$ cat src/hdl/pic_defines.svh
// Source count, field widths and register map of the interrupt controller
// Every region sits at base + offset + 4 x source

`ifndef PIC_DEFINES_SVH
`define PIC_DEFINES_SVH

// Source slots, slot 0 reserved
`define PIC_NUM_SRC     32
`define PIC_PRIO_BITS   4
`define PIC_ID_BITS     8
`define PIC_IDX_BITS    5              // Source index field of an address

`define PIC_BASE_ADDR   32'hf00c_0000

// Region offsets
`define PIC_PRIO_OFS    32'h0000_0000  // Per-source priority
`define PIC_PEND_OFS    32'h0000_1000  // Pending vector, single word
`define PIC_ENABLE_OFS  32'h0000_2000  // Per-source enable
`define PIC_CONFIG_OFS  32'h0000_3000  // Global config, single word
`define PIC_GWCFG_OFS   32'h0000_4000  // Gateway polarity and type
`define PIC_GWCLR_OFS   32'h0000_5000  // Gateway clear strobe

`endif
$ cat src/hdl/pic_regmap_pkg.sv
// Register map types, region decode enum and address fields
`default_nettype none

`include "pic_defines.svh"

package pic_regmap_pkg;

   typedef logic [31:0] pic_addr_t;   // Bus address
   typedef logic [31:0] pic_data_t;   // Bus data word

   // Source index taken from address bits above the byte offset
   typedef logic [`PIC_IDX_BITS-1:0] reg_idx_t;

   typedef enum logic [2:0] {
      REG_NONE,
      REG_PRIO,
      REG_PEND,
      REG_ENABLE,
      REG_CONFIG,
      REG_GWCFG,
      REG_GWCLR
   } reg_region_e;

endpackage : pic_regmap_pkg

`default_nettype wire

$ cat src/hdl/pic_types_pkg.sv
// Types of the interrupt request and arbitration path
`default_nettype none

`include "pic_defines.svh"

package pic_types_pkg;

   typedef logic [`PIC_PRIO_BITS-1:0] prio_t;      // Priority or threshold
   typedef logic [`PIC_ID_BITS-1:0]   claim_id_t;  // Source number

   // One bit per source slot
   typedef logic [`PIC_NUM_SRC-1:0] src_vec_t;

   // Priority of every source slot
   typedef prio_t [`PIC_NUM_SRC-1:0] prio_vec_t;

   // Gateway config
   // Bit 0 polarity, 1 is active low
   // Bit 1 type, 1 is edge
   typedef logic [1:0] gw_cfg_t;

endpackage : pic_types_pkg

`default_nettype wire

$ cat src/hdl/pic_top.sv
// Top level of the interrupt controller
// Register file, one gateway per source and the arbiter
`timescale 1ns/1ps
`default_nettype none

`include "pic_defines.svh"

module pic_top
   import pic_types_pkg::*;
(
   input  wire           clk,
   input  wire           rst,
   input  wire src_vec_t extintsrc_req,   // Bit 0 is reserved
   input  wire [31:0]    picm_rdaddr,
   input  wire [31:0]    picm_wraddr,
   input  wire [31:0]    picm_wr_data,
   input  wire           picm_wren,
   input  wire           picm_rden,
   input  wire prio_t    meicurpl,
   input  wire prio_t    meipt,
   output logic [31:0]   picm_rd_data,
   output logic          mexintpend,
   output claim_id_t     claimid,
   output prio_t         pl,
   output logic          mhwakeup
);

   prio_vec_t                  prio;
   src_vec_t                   enable;
   gw_cfg_t [`PIC_NUM_SRC-1:0] gw_cfg;
   src_vec_t                   gw_clear;
   src_vec_t                   gw_req;
   logic                       rev_order;

   pic_regfile u_regfile (
      .clk          (clk),
      .rst          (rst),
      .picm_rdaddr  (picm_rdaddr),
      .picm_wraddr  (picm_wraddr),
      .picm_wr_data (picm_wr_data),
      .picm_wren    (picm_wren),
      .picm_rden    (picm_rden),
      .gw_req       (gw_req),
      .picm_rd_data (picm_rd_data),
      .prio         (prio),
      .enable       (enable),
      .gw_cfg       (gw_cfg),
      .gw_clear     (gw_clear),
      .rev_order    (rev_order)
   );

   assign gw_req[0] = 1'b0;   // Source 0 never requests

   for (genvar s = 1; s < `PIC_NUM_SRC; s++) begin : g_gw
      pic_gateway u_gw (
         .clk     (clk),
         .rst     (rst),
         .raw_req (extintsrc_req[s]),
         .cfg     (gw_cfg[s]),
         .clear   (gw_clear[s]),
         .req     (gw_req[s])
      );
   end

   pic_arbiter u_arbiter (
      .clk        (clk),
      .rst        (rst),
      .req        (gw_req),
      .enable     (enable),
      .prio       (prio),
      .rev_order  (rev_order),
      .meipt      (meipt),
      .meicurpl   (meicurpl),
      .claimid    (claimid),
      .pl         (pl),
      .mexintpend (mexintpend),
      .mhwakeup   (mhwakeup)
   );

endmodule : pic_top

`default_nettype wire

$ cat src/hdl/pic_arbiter.sv
// Interrupt arbiter with priority order adjustment and comparator tree
// Registered claim id, level, pending and wake-up outputs
`timescale 1ns/1ps
`default_nettype none

`include "pic_defines.svh"

module pic_arbiter
   import pic_types_pkg::*;
(
   input  wire            clk,
   input  wire            rst,
   input  wire src_vec_t  req,
   input  wire src_vec_t  enable,
   input  wire prio_vec_t prio,
   input  wire            rev_order,
   input  wire prio_t     meipt,       // Priority threshold
   input  wire prio_t     meicurpl,    // Current priority level
   output claim_id_t      claimid,
   output prio_t          pl,
   output logic           mexintpend,
   output logic           mhwakeup
);

   // Tree nodes in heap order, root at 0 and leaves at the end
   localparam int FIRST_LEAF = `PIC_NUM_SRC - 1;
   localparam int NUM_NODES  = 2 * `PIC_NUM_SRC - 1;

   prio_vec_t eff_prio;
   prio_t     node_prio [NUM_NODES];
   claim_id_t node_id   [NUM_NODES];
   prio_t     pl_next;
   prio_t     meipt_adj;
   prio_t     meicurpl_adj;
   prio_t     max_level;
   logic      pend_next;
   logic      wake_next;

   // Effective priority, zero unless requesting and enabled
   always_comb begin
      for (int s = 0; s < `PIC_NUM_SRC; s++) begin
         if (req[s] && enable[s]) begin
            eff_prio[s] = rev_order ? ~prio[s] : prio[s];
         end else begin
            eff_prio[s] = '0;
         end
      end
   end

   ////////////////////////////////////////
   // Comparator tree
   ////////////////////////////////////////
   for (genvar s = 0; s < `PIC_NUM_SRC; s++) begin : g_leaf
      assign node_prio[FIRST_LEAF+s] = eff_prio[s];
      assign node_id[FIRST_LEAF+s]   = claim_id_t'(s);
   end

   // Five levels of compare and select
   // The left child holds the lower ids and wins a tie
   for (genvar k = 0; k < FIRST_LEAF; k++) begin : g_cmp
      logic right_wins;

      assign right_wins   = node_prio[2*k+2] > node_prio[2*k+1];
      assign node_prio[k] = right_wins ? node_prio[2*k+2] : node_prio[2*k+1];
      assign node_id[k]   = right_wins ? node_id[2*k+2]   : node_id[2*k+1];
   end

   ////////////////////////////////////////
   // Claim and threshold stage
   ////////////////////////////////////////
   assign pl_next      = rev_order ? ~node_prio[0] : node_prio[0];   // Back to raw value
   assign meipt_adj    = rev_order ? ~meipt : meipt;
   assign meicurpl_adj = rev_order ? ~meicurpl : meicurpl;

   assign pend_next = (node_prio[0] > meipt_adj) & (node_prio[0] > meicurpl_adj);

   assign max_level = rev_order ? '0 : '1;
   assign wake_next = (pl_next == max_level);

   always_ff @(posedge clk) begin
      if (rst) begin
         claimid    <= '0;
         pl         <= '0;
         mexintpend <= 1'b0;
         mhwakeup   <= 1'b0;
      end else begin
         claimid    <= node_id[0];
         pl         <= pl_next;
         mexintpend <= pend_next;
         mhwakeup   <= wake_next;
      end
   end

endmodule : pic_arbiter

`default_nettype wire

$ cat src/hdl/pic_regfile.sv
// Register file of the interrupt controller
// Port capture, address decode, config registers, read mux and bypass
`timescale 1ns/1ps
`default_nettype none

`include "pic_defines.svh"

module pic_regfile
   import pic_types_pkg::*;
   import pic_regmap_pkg::*;
(
   input  wire                        clk,
   input  wire                        rst,
   input  wire pic_addr_t             picm_rdaddr,
   input  wire pic_addr_t             picm_wraddr,
   input  wire pic_data_t             picm_wr_data,
   input  wire                        picm_wren,
   input  wire                        picm_rden,
   input  wire src_vec_t              gw_req,
   output pic_data_t                  picm_rd_data,
   output prio_vec_t                  prio,
   output src_vec_t                   enable,
   output gw_cfg_t [`PIC_NUM_SRC-1:0] gw_cfg,
   output src_vec_t                   gw_clear,
   output logic                       rev_order
);

   // Lowest address bit above the source index
   localparam int BLK_LSB = `PIC_IDX_BITS + 2;

   localparam pic_addr_t PRIO_BASE   = `PIC_BASE_ADDR + `PIC_PRIO_OFS;
   localparam pic_addr_t PEND_BASE   = `PIC_BASE_ADDR + `PIC_PEND_OFS;
   localparam pic_addr_t ENABLE_BASE = `PIC_BASE_ADDR + `PIC_ENABLE_OFS;
   localparam pic_addr_t CONFIG_BASE = `PIC_BASE_ADDR + `PIC_CONFIG_OFS;
   localparam pic_addr_t GWCFG_BASE  = `PIC_BASE_ADDR + `PIC_GWCFG_OFS;
   localparam pic_addr_t GWCLR_BASE  = `PIC_BASE_ADDR + `PIC_GWCLR_OFS;

   pic_addr_t   rdaddr_q;
   pic_addr_t   wraddr_q;
   pic_data_t   wr_data_q;
   logic        wren_q;
   logic        rden_q;
   reg_region_e r_region;
   reg_region_e w_region;
   reg_idx_t    r_idx;
   reg_idx_t    w_idx;
   logic        slot_we;
   logic        bypass;
   pic_data_t   rd_mux;

   function automatic reg_region_e decode_region(input pic_addr_t addr);
      reg_region_e region;
      case (addr[31:BLK_LSB])
         PRIO_BASE[31:BLK_LSB]:   region = REG_PRIO;
         ENABLE_BASE[31:BLK_LSB]: region = REG_ENABLE;
         GWCFG_BASE[31:BLK_LSB]:  region = REG_GWCFG;
         GWCLR_BASE[31:BLK_LSB]:  region = REG_GWCLR;
         default:                 region = REG_NONE;
      endcase
      // Pending and config are single words
      if (addr == PEND_BASE) begin
         region = REG_PEND;
      end
      if (addr == CONFIG_BASE) begin
         region = REG_CONFIG;
      end
      return region;
   endfunction

   ////////////////////////////////////////
   // Port capture
   ////////////////////////////////////////
   always_ff @(posedge clk) begin
      if (rst) begin
         wren_q <= 1'b0;
         rden_q <= 1'b0;
      end else begin
         wren_q <= picm_wren;
         rden_q <= picm_rden;
      end
   end

   always_ff @(posedge clk) begin
      rdaddr_q  <= picm_rdaddr;
      wraddr_q  <= picm_wraddr;
      wr_data_q <= picm_wr_data;
   end

   assign r_region = decode_region(rdaddr_q);
   assign w_region = decode_region(wraddr_q);
   assign r_idx    = rdaddr_q[BLK_LSB-1:2];
   assign w_idx    = wraddr_q[BLK_LSB-1:2];
   assign slot_we  = wren_q & (w_idx != '0);   // Slot 0 never written

   ////////////////////////////////////////
   // Configuration registers
   ////////////////////////////////////////
   always_ff @(posedge clk) begin
      if (rst) begin
         prio      <= '0;
         enable    <= '0;
         gw_cfg    <= '0;
         rev_order <= 1'b0;
      end else begin
         if (slot_we && w_region == REG_PRIO) begin
            prio[w_idx] <= wr_data_q[`PIC_PRIO_BITS-1:0];
         end
         if (slot_we && w_region == REG_ENABLE) begin
            enable[w_idx] <= wr_data_q[0];
         end
         if (slot_we && w_region == REG_GWCFG) begin
            gw_cfg[w_idx] <= wr_data_q[1:0];
         end
         if (wren_q && w_region == REG_CONFIG) begin
            rev_order <= wr_data_q[0];   // Reverse priority order
         end
      end
   end

   // Clear strobe during the cycle after capture
   always_comb begin
      gw_clear = '0;
      if (slot_we && w_region == REG_GWCLR) begin
         gw_clear[w_idx] = 1'b1;
      end
   end

   ////////////////////////////////////////
   // Read path
   ////////////////////////////////////////
   always_comb begin
      rd_mux = '0;
      if (rden_q) begin
         case (r_region)
            REG_PRIO:   rd_mux = pic_data_t'(prio[r_idx]);
            REG_PEND:   rd_mux = pic_data_t'(gw_req);
            REG_ENABLE: rd_mux = pic_data_t'(enable[r_idx]);
            REG_CONFIG: rd_mux = pic_data_t'(rev_order);
            REG_GWCFG:  rd_mux = pic_data_t'(gw_cfg[r_idx]);
            default:    rd_mux = '0;   // Clear strobe reads zero
         endcase
      end
   end

   // Same-address read and write return the write data
   assign bypass       = rden_q & wren_q & (rdaddr_q == wraddr_q);
   assign picm_rd_data = bypass ? wr_data_q : rd_mux;

endmodule : pic_regfile

`default_nettype wire

$ cat src/hdl/pic_gateway.sv
// Interrupt gateway for one source
// Two-flop synchronizer, polarity and edge latch
`timescale 1ns/1ps
`default_nettype none

module pic_gateway
   import pic_types_pkg::*;
(
   input  wire          clk,
   input  wire          rst,
   input  wire          raw_req,
   input  wire gw_cfg_t cfg,
   input  wire          clear,     // One-cycle clear of the edge latch
   output logic         req
);

   logic sync_meta;   // First synchronizer stage
   logic sync_req;
   logic active;
   logic pend;

   always_ff @(posedge clk) begin
      if (rst) begin
         sync_meta <= 1'b0;
         sync_req  <= 1'b0;
      end else begin
         sync_meta <= raw_req;
         sync_req  <= sync_meta;
      end
   end

   assign active = sync_req ^ cfg[0];

   // Edge latch, only armed in edge mode
   always_ff @(posedge clk) begin
      if (rst) begin
         pend <= 1'b0;
      end else begin
         pend <= cfg[1] & (active | (pend & ~clear));
      end
   end

   assign req = cfg[1] ? (active | pend) : active;

endmodule : pic_gateway

`default_nettype wire

$ cat config.mk
export PLATFORM = sky130hd
export DESIGN_NAME = pic_top
export DESIGN_NICKNAME = d
export VERILOG_FILES = /design/src/hdl/pic_regmap_pkg.sv /design/src/hdl/pic_types_pkg.sv /design/src/hdl/pic_top.sv /design/src/hdl/pic_arbiter.sv /design/src/hdl/pic_regfile.sv /design/src/hdl/pic_gateway.sv
export VERILOG_INCLUDE_DIRS = /design/src /design/src/hdl
export SDC_FILE = /design/constraint.sdc
export NUM_CORES = 1
export LEC_CHECK = 0
export ABC_AREA = 1
export ABC_CLOCK_PERIOD_IN_PS = 7700
export BUFFER_PORTS_ARGS = -buffer_cell sky130_fd_sc_hd__buf_2
export CAP_MARGIN = 10
export CORE_MARGIN = 4
export CORE_UTILIZATION = 30
export CTS_CLUSTER_SIZE = 10
export DETAILED_ROUTE_END_ITERATION = 12
export GPL_TIMING_DRIVEN = 0
export SYNTH_ARGS = -nofsm -noshare
export SYNTH_HDL_FRONTEND = slang
export SYNTH_SLANG_ARGS = --single-unit
$ cat constraint.sdc
create_clock -name clk -period 7.7 [get_ports clk]
set_input_delay 1.54 -clock clk [delete_from_list [all_inputs] [get_ports clk]]
set_output_delay 1.54 -clock clk [all_outputs]
set_load 0.05 [all_outputs]
==> results by group <==
Status
  – Status: completed

Setup path
  – R2R depth: 54
  – CP Class: reg2reg
  – Endpoint type of the worst setup path: flip-flop
  – Crit path buf inv count: 14
  – Worst setup SP type: flip-flop
  – Arrival time worst endpoint: 7.98 ns
  – CP max stage cell: dfxtp_2
  – Delay of the slowest critical-path stage: just over 0.3 ns
  – Stages on worst setup path: 54
  – Required @ worst endpoint: between 8 and 9 ns
  – Delay-heaviest family, CP: simple AND/OR/NAND/NOR gates
  – Critical Path Fanout Max: 10

Yosys
  – Unique masters post-synth: 67
  – Syn_area_per_cell: around 6.9 µm²
  – Post-synthesis register bit count: around 430
  – Register area share after synthesis: about a third
  – Post-synth ARST share: 0%
  – Most frequent cell after synthesis: nand2_1
  – Mapped Area: roughly 24000 µm²
  – Post-synth EDFFs: 0
  – Synth area leader: dfxtp_1
  – Top post-synthesis cells by area: dfxtp_1, nand2_1, nor2_1
  – Post-Syn Instances: 3496
  – Area share of the leading cell type in the synthesized netlist: 35.2%
  – Ys Warns: 0
  – Top cells by count, synth: nand2_1, dfxtp_1, nor2_1
  – Top FF cell, synth: dfxtp_1

Clocking
  – H-tree depth: 2
  – Max Root-Sink Buffers: 3
  – Later-pin clock latency in the skew report: about 0.63 ns
  – Hold_buf cts: 0
  – TritonCTS Buffers: approximately 50
  – CTS tree: yes
  – Clock sink count: approximately 430
  – CTS root buffer: clkbuf_16
  – Clock slew at reported path FFs: ~0.050 ns

Cells and area
  – Area growth, synth to finish: 22.9%
  – Area of the multi-input gates: approximately 14000 µm²
  – Final Cell Area: slightly below 30000 µm²
  – Storage cell area: ~8500 µm²
  – Fill count: about 8600
  – Layout cells sized above 1: a little under a fifth
  – Util after Layout: a little under two fifths
  – Nets: a little over 4000

Global routing
  – Largest net degree at the start of global routing: 16
  – GRT Overall Usage: a little over a fifth
  – First-pass GRT wire length: 141000 µm
  – Vias in the first global route: between 20000 and 25000
  – Antenna violations before repair: 6
  – Grt ovf: 0

Timing
  – Final hold vios: 0
  – Fin crit period: around 7.4 ns
  – Max-slew headroom: 8.11%
  – RSZ-0062 raised after global routing: yes
  – Final setup viols: 0
  – Final worst path period share: 96.7%
  – Worst-Margin Slew: 1.37 ns
  – Slew Limit Fails: 0
  – Clock Skew: approximately 0.038 ns
  – Fmax: 134 MHz

Floorplanning
  – Die area: between 80000 and 90000 µm²
  – Die height: 292 µm
  – Top-level I/O count: roughly 190
  – Initial Util: ~30%
  – Cell Rows: 104
  – Core Region: 80300 µm²
  – Die Wd: 292 µm

Hold path
  – Worst Hold Depth: 2
  – Worst hold path type: reg2reg

Routing
  – Avg WL per Cell: approximately 20 µm
  – Initial DRC Count: about 3000
  – Via Count: 25424
  – DRT Wirelength: approximately 99000 µm
  – Via density: 5.19
  – Router iterations before antenna repair: 6
  – # DRC: 0
  – Routed Antenna Nets: 0

Power
  – Leakage power: about 0.012 µW
  – Total power draw: a little under 5000 µW
  – Pwr dens: between 150 and 200 nW/µm²
  – VDD IR-drop max: roughly 0.18 mV

Run
  – Max-cap viol count: 0

Placed design
  – Buffers on Ports: 180
  – Detailed placement HPWL: between 70000 and 80000 µm
  – RePlAce Congestion: a little under 1
  – Post-Place Cell Area: about 26000 µm²
flip-flops by register name, summed over array words and instances (netlist names), 4 cells and up:
| register | count |
|---|---|
| u_regfile.prio | 128 |
| u_regfile.gw_cfg | 64 |
| u_regfile.enable | 32 |
| u_regfile.rdaddr_q | 32 |
| u_regfile.wr_data_q | 32 |
| u_regfile.wraddr_q | 32 |
| g_gw.u_gw.pend | 31 |
| g_gw.u_gw.sync_meta | 31 |
| g_gw.u_gw.sync_req | 31 |
| u_arbiter.claimid | 5 |
| u_arbiter.pl | 4 |
worst min-delay path, delay by kind of cell, from the launching register on:
family | cells | cell delay (ns)
simple gates | 1 | 0.03
flops | 1 | 0.29
buf+inv | 1 | 0.04
final cells by class:
class                           count  share of cell area [%]
Timing Repair inverter              2                  0.0504
Clock buffer                       61                    4.48
Timing Repair Buffer              259                    5.06
Tap cell                         1060                    4.45
Sequential cell                   427                    28.7
Antenna cell                        6                  0.0504
Inverter                          391                    5.06
Multi-Input combinational cell   2519                    48.7
Buffer                            162                    3.14
Clock inverter                      8                   0.365
cell usage in the layout (no fill, tap or decap), drive strengths merged, types with 8 or more instances in the layout:
| master | instances |
|---|---|
| a311oi | 39 |
| xnor2 | 56 |
| ha | 104 |
| o311ai | 13 |
| inv | 388 |
| nand2 | 771 |
| nand4 | 28 |
| xor2 | 17 |
| nand3 | 185 |
| clkbuf | 190 |
| o21ai | 247 |
| or2 | 84 |
| dfxtp | 427 |
| a21oi | 289 |
| nor3 | 23 |
| o21a | 25 |
| o21bai | 11 |
| clkinv | 10 |
| o2111ai | 8 |
| nor4 | 11 |
| a211oi | 143 |
| nor2 | 389 |
| o22ai | 11 |
| buf | 292 |
per-layer routing:
metal	vias up	global-route usage (%)	share of wire [%]
met3	262	4.31	10
met4	0	9.80	5.3
met1	11559	29.5	42
met5	-	0	0
li1	12294	-	-
met2	1309	32.9	42
what timing repair did:
| item | 4_1_cts | 5_1_grt |
|---|---|---|
| gates cloned | 1 | 5 |
| buffers inserted | 12 | 65 |
| setup endpoints to repair | 15 | 14 |
| pin swaps | 7 | 89 |
| gates resized for setup | 144 | 266 |
path summary, 6_finish.rpt:
kind	startpoint	to	slack [ns]
setup / recovery	u_regfile.rev_order	u_arbiter.mexintpend	0.25
hold / removal	g_gw[7].u_gw.sync_meta	g_gw[7].u_gw.sync_req	0.40
setup reg to reg	u_regfile.rev_order	u_arbiter.mexintpend	0.25
hold reg to reg	g_gw[7].u_gw.sync_meta	g_gw[7].u_gw.sync_req	0.40
power by group:
part	leakage (µW)	internal (µW)	switching [µW]
Sequential	0.00349	2250	27.4
Combinational	0.00778	88.2	254
Clock	0.000702	1220	971
Total	0.0120	3560	1250
stage by stage:
stage	setup slack, ns	hold slack, ns	cells	TNS, ns
after floorplan	0.0274	0.388	3498	0
after global placement	-2.15	0.392	4738	-18.18
after detailed placement	-2.16	0.394	4738	-18.34
after CTS	-0.225	0.401	4820	-0.225
after global routing	-0.180	0.418	4892	-0.180
final	0.255	0.399	4895	0
cell families (layout without fill, tap and decap cells):
group           after synthesis  after routing  synth area share [%]
mux                           1              1                0.0413
fa+ha+maj                   104            104                  5.37
other cells                   1              9                0.0155
flops                       427            427                  35.2
compound gates              832            833                  20.9
simple gates               1504           1505                  26.8
xor+xnor                     73             73                  2.70
buf+inv                     554            883                  8.89
No activity file was read; power rests on OpenSTA's default activity.
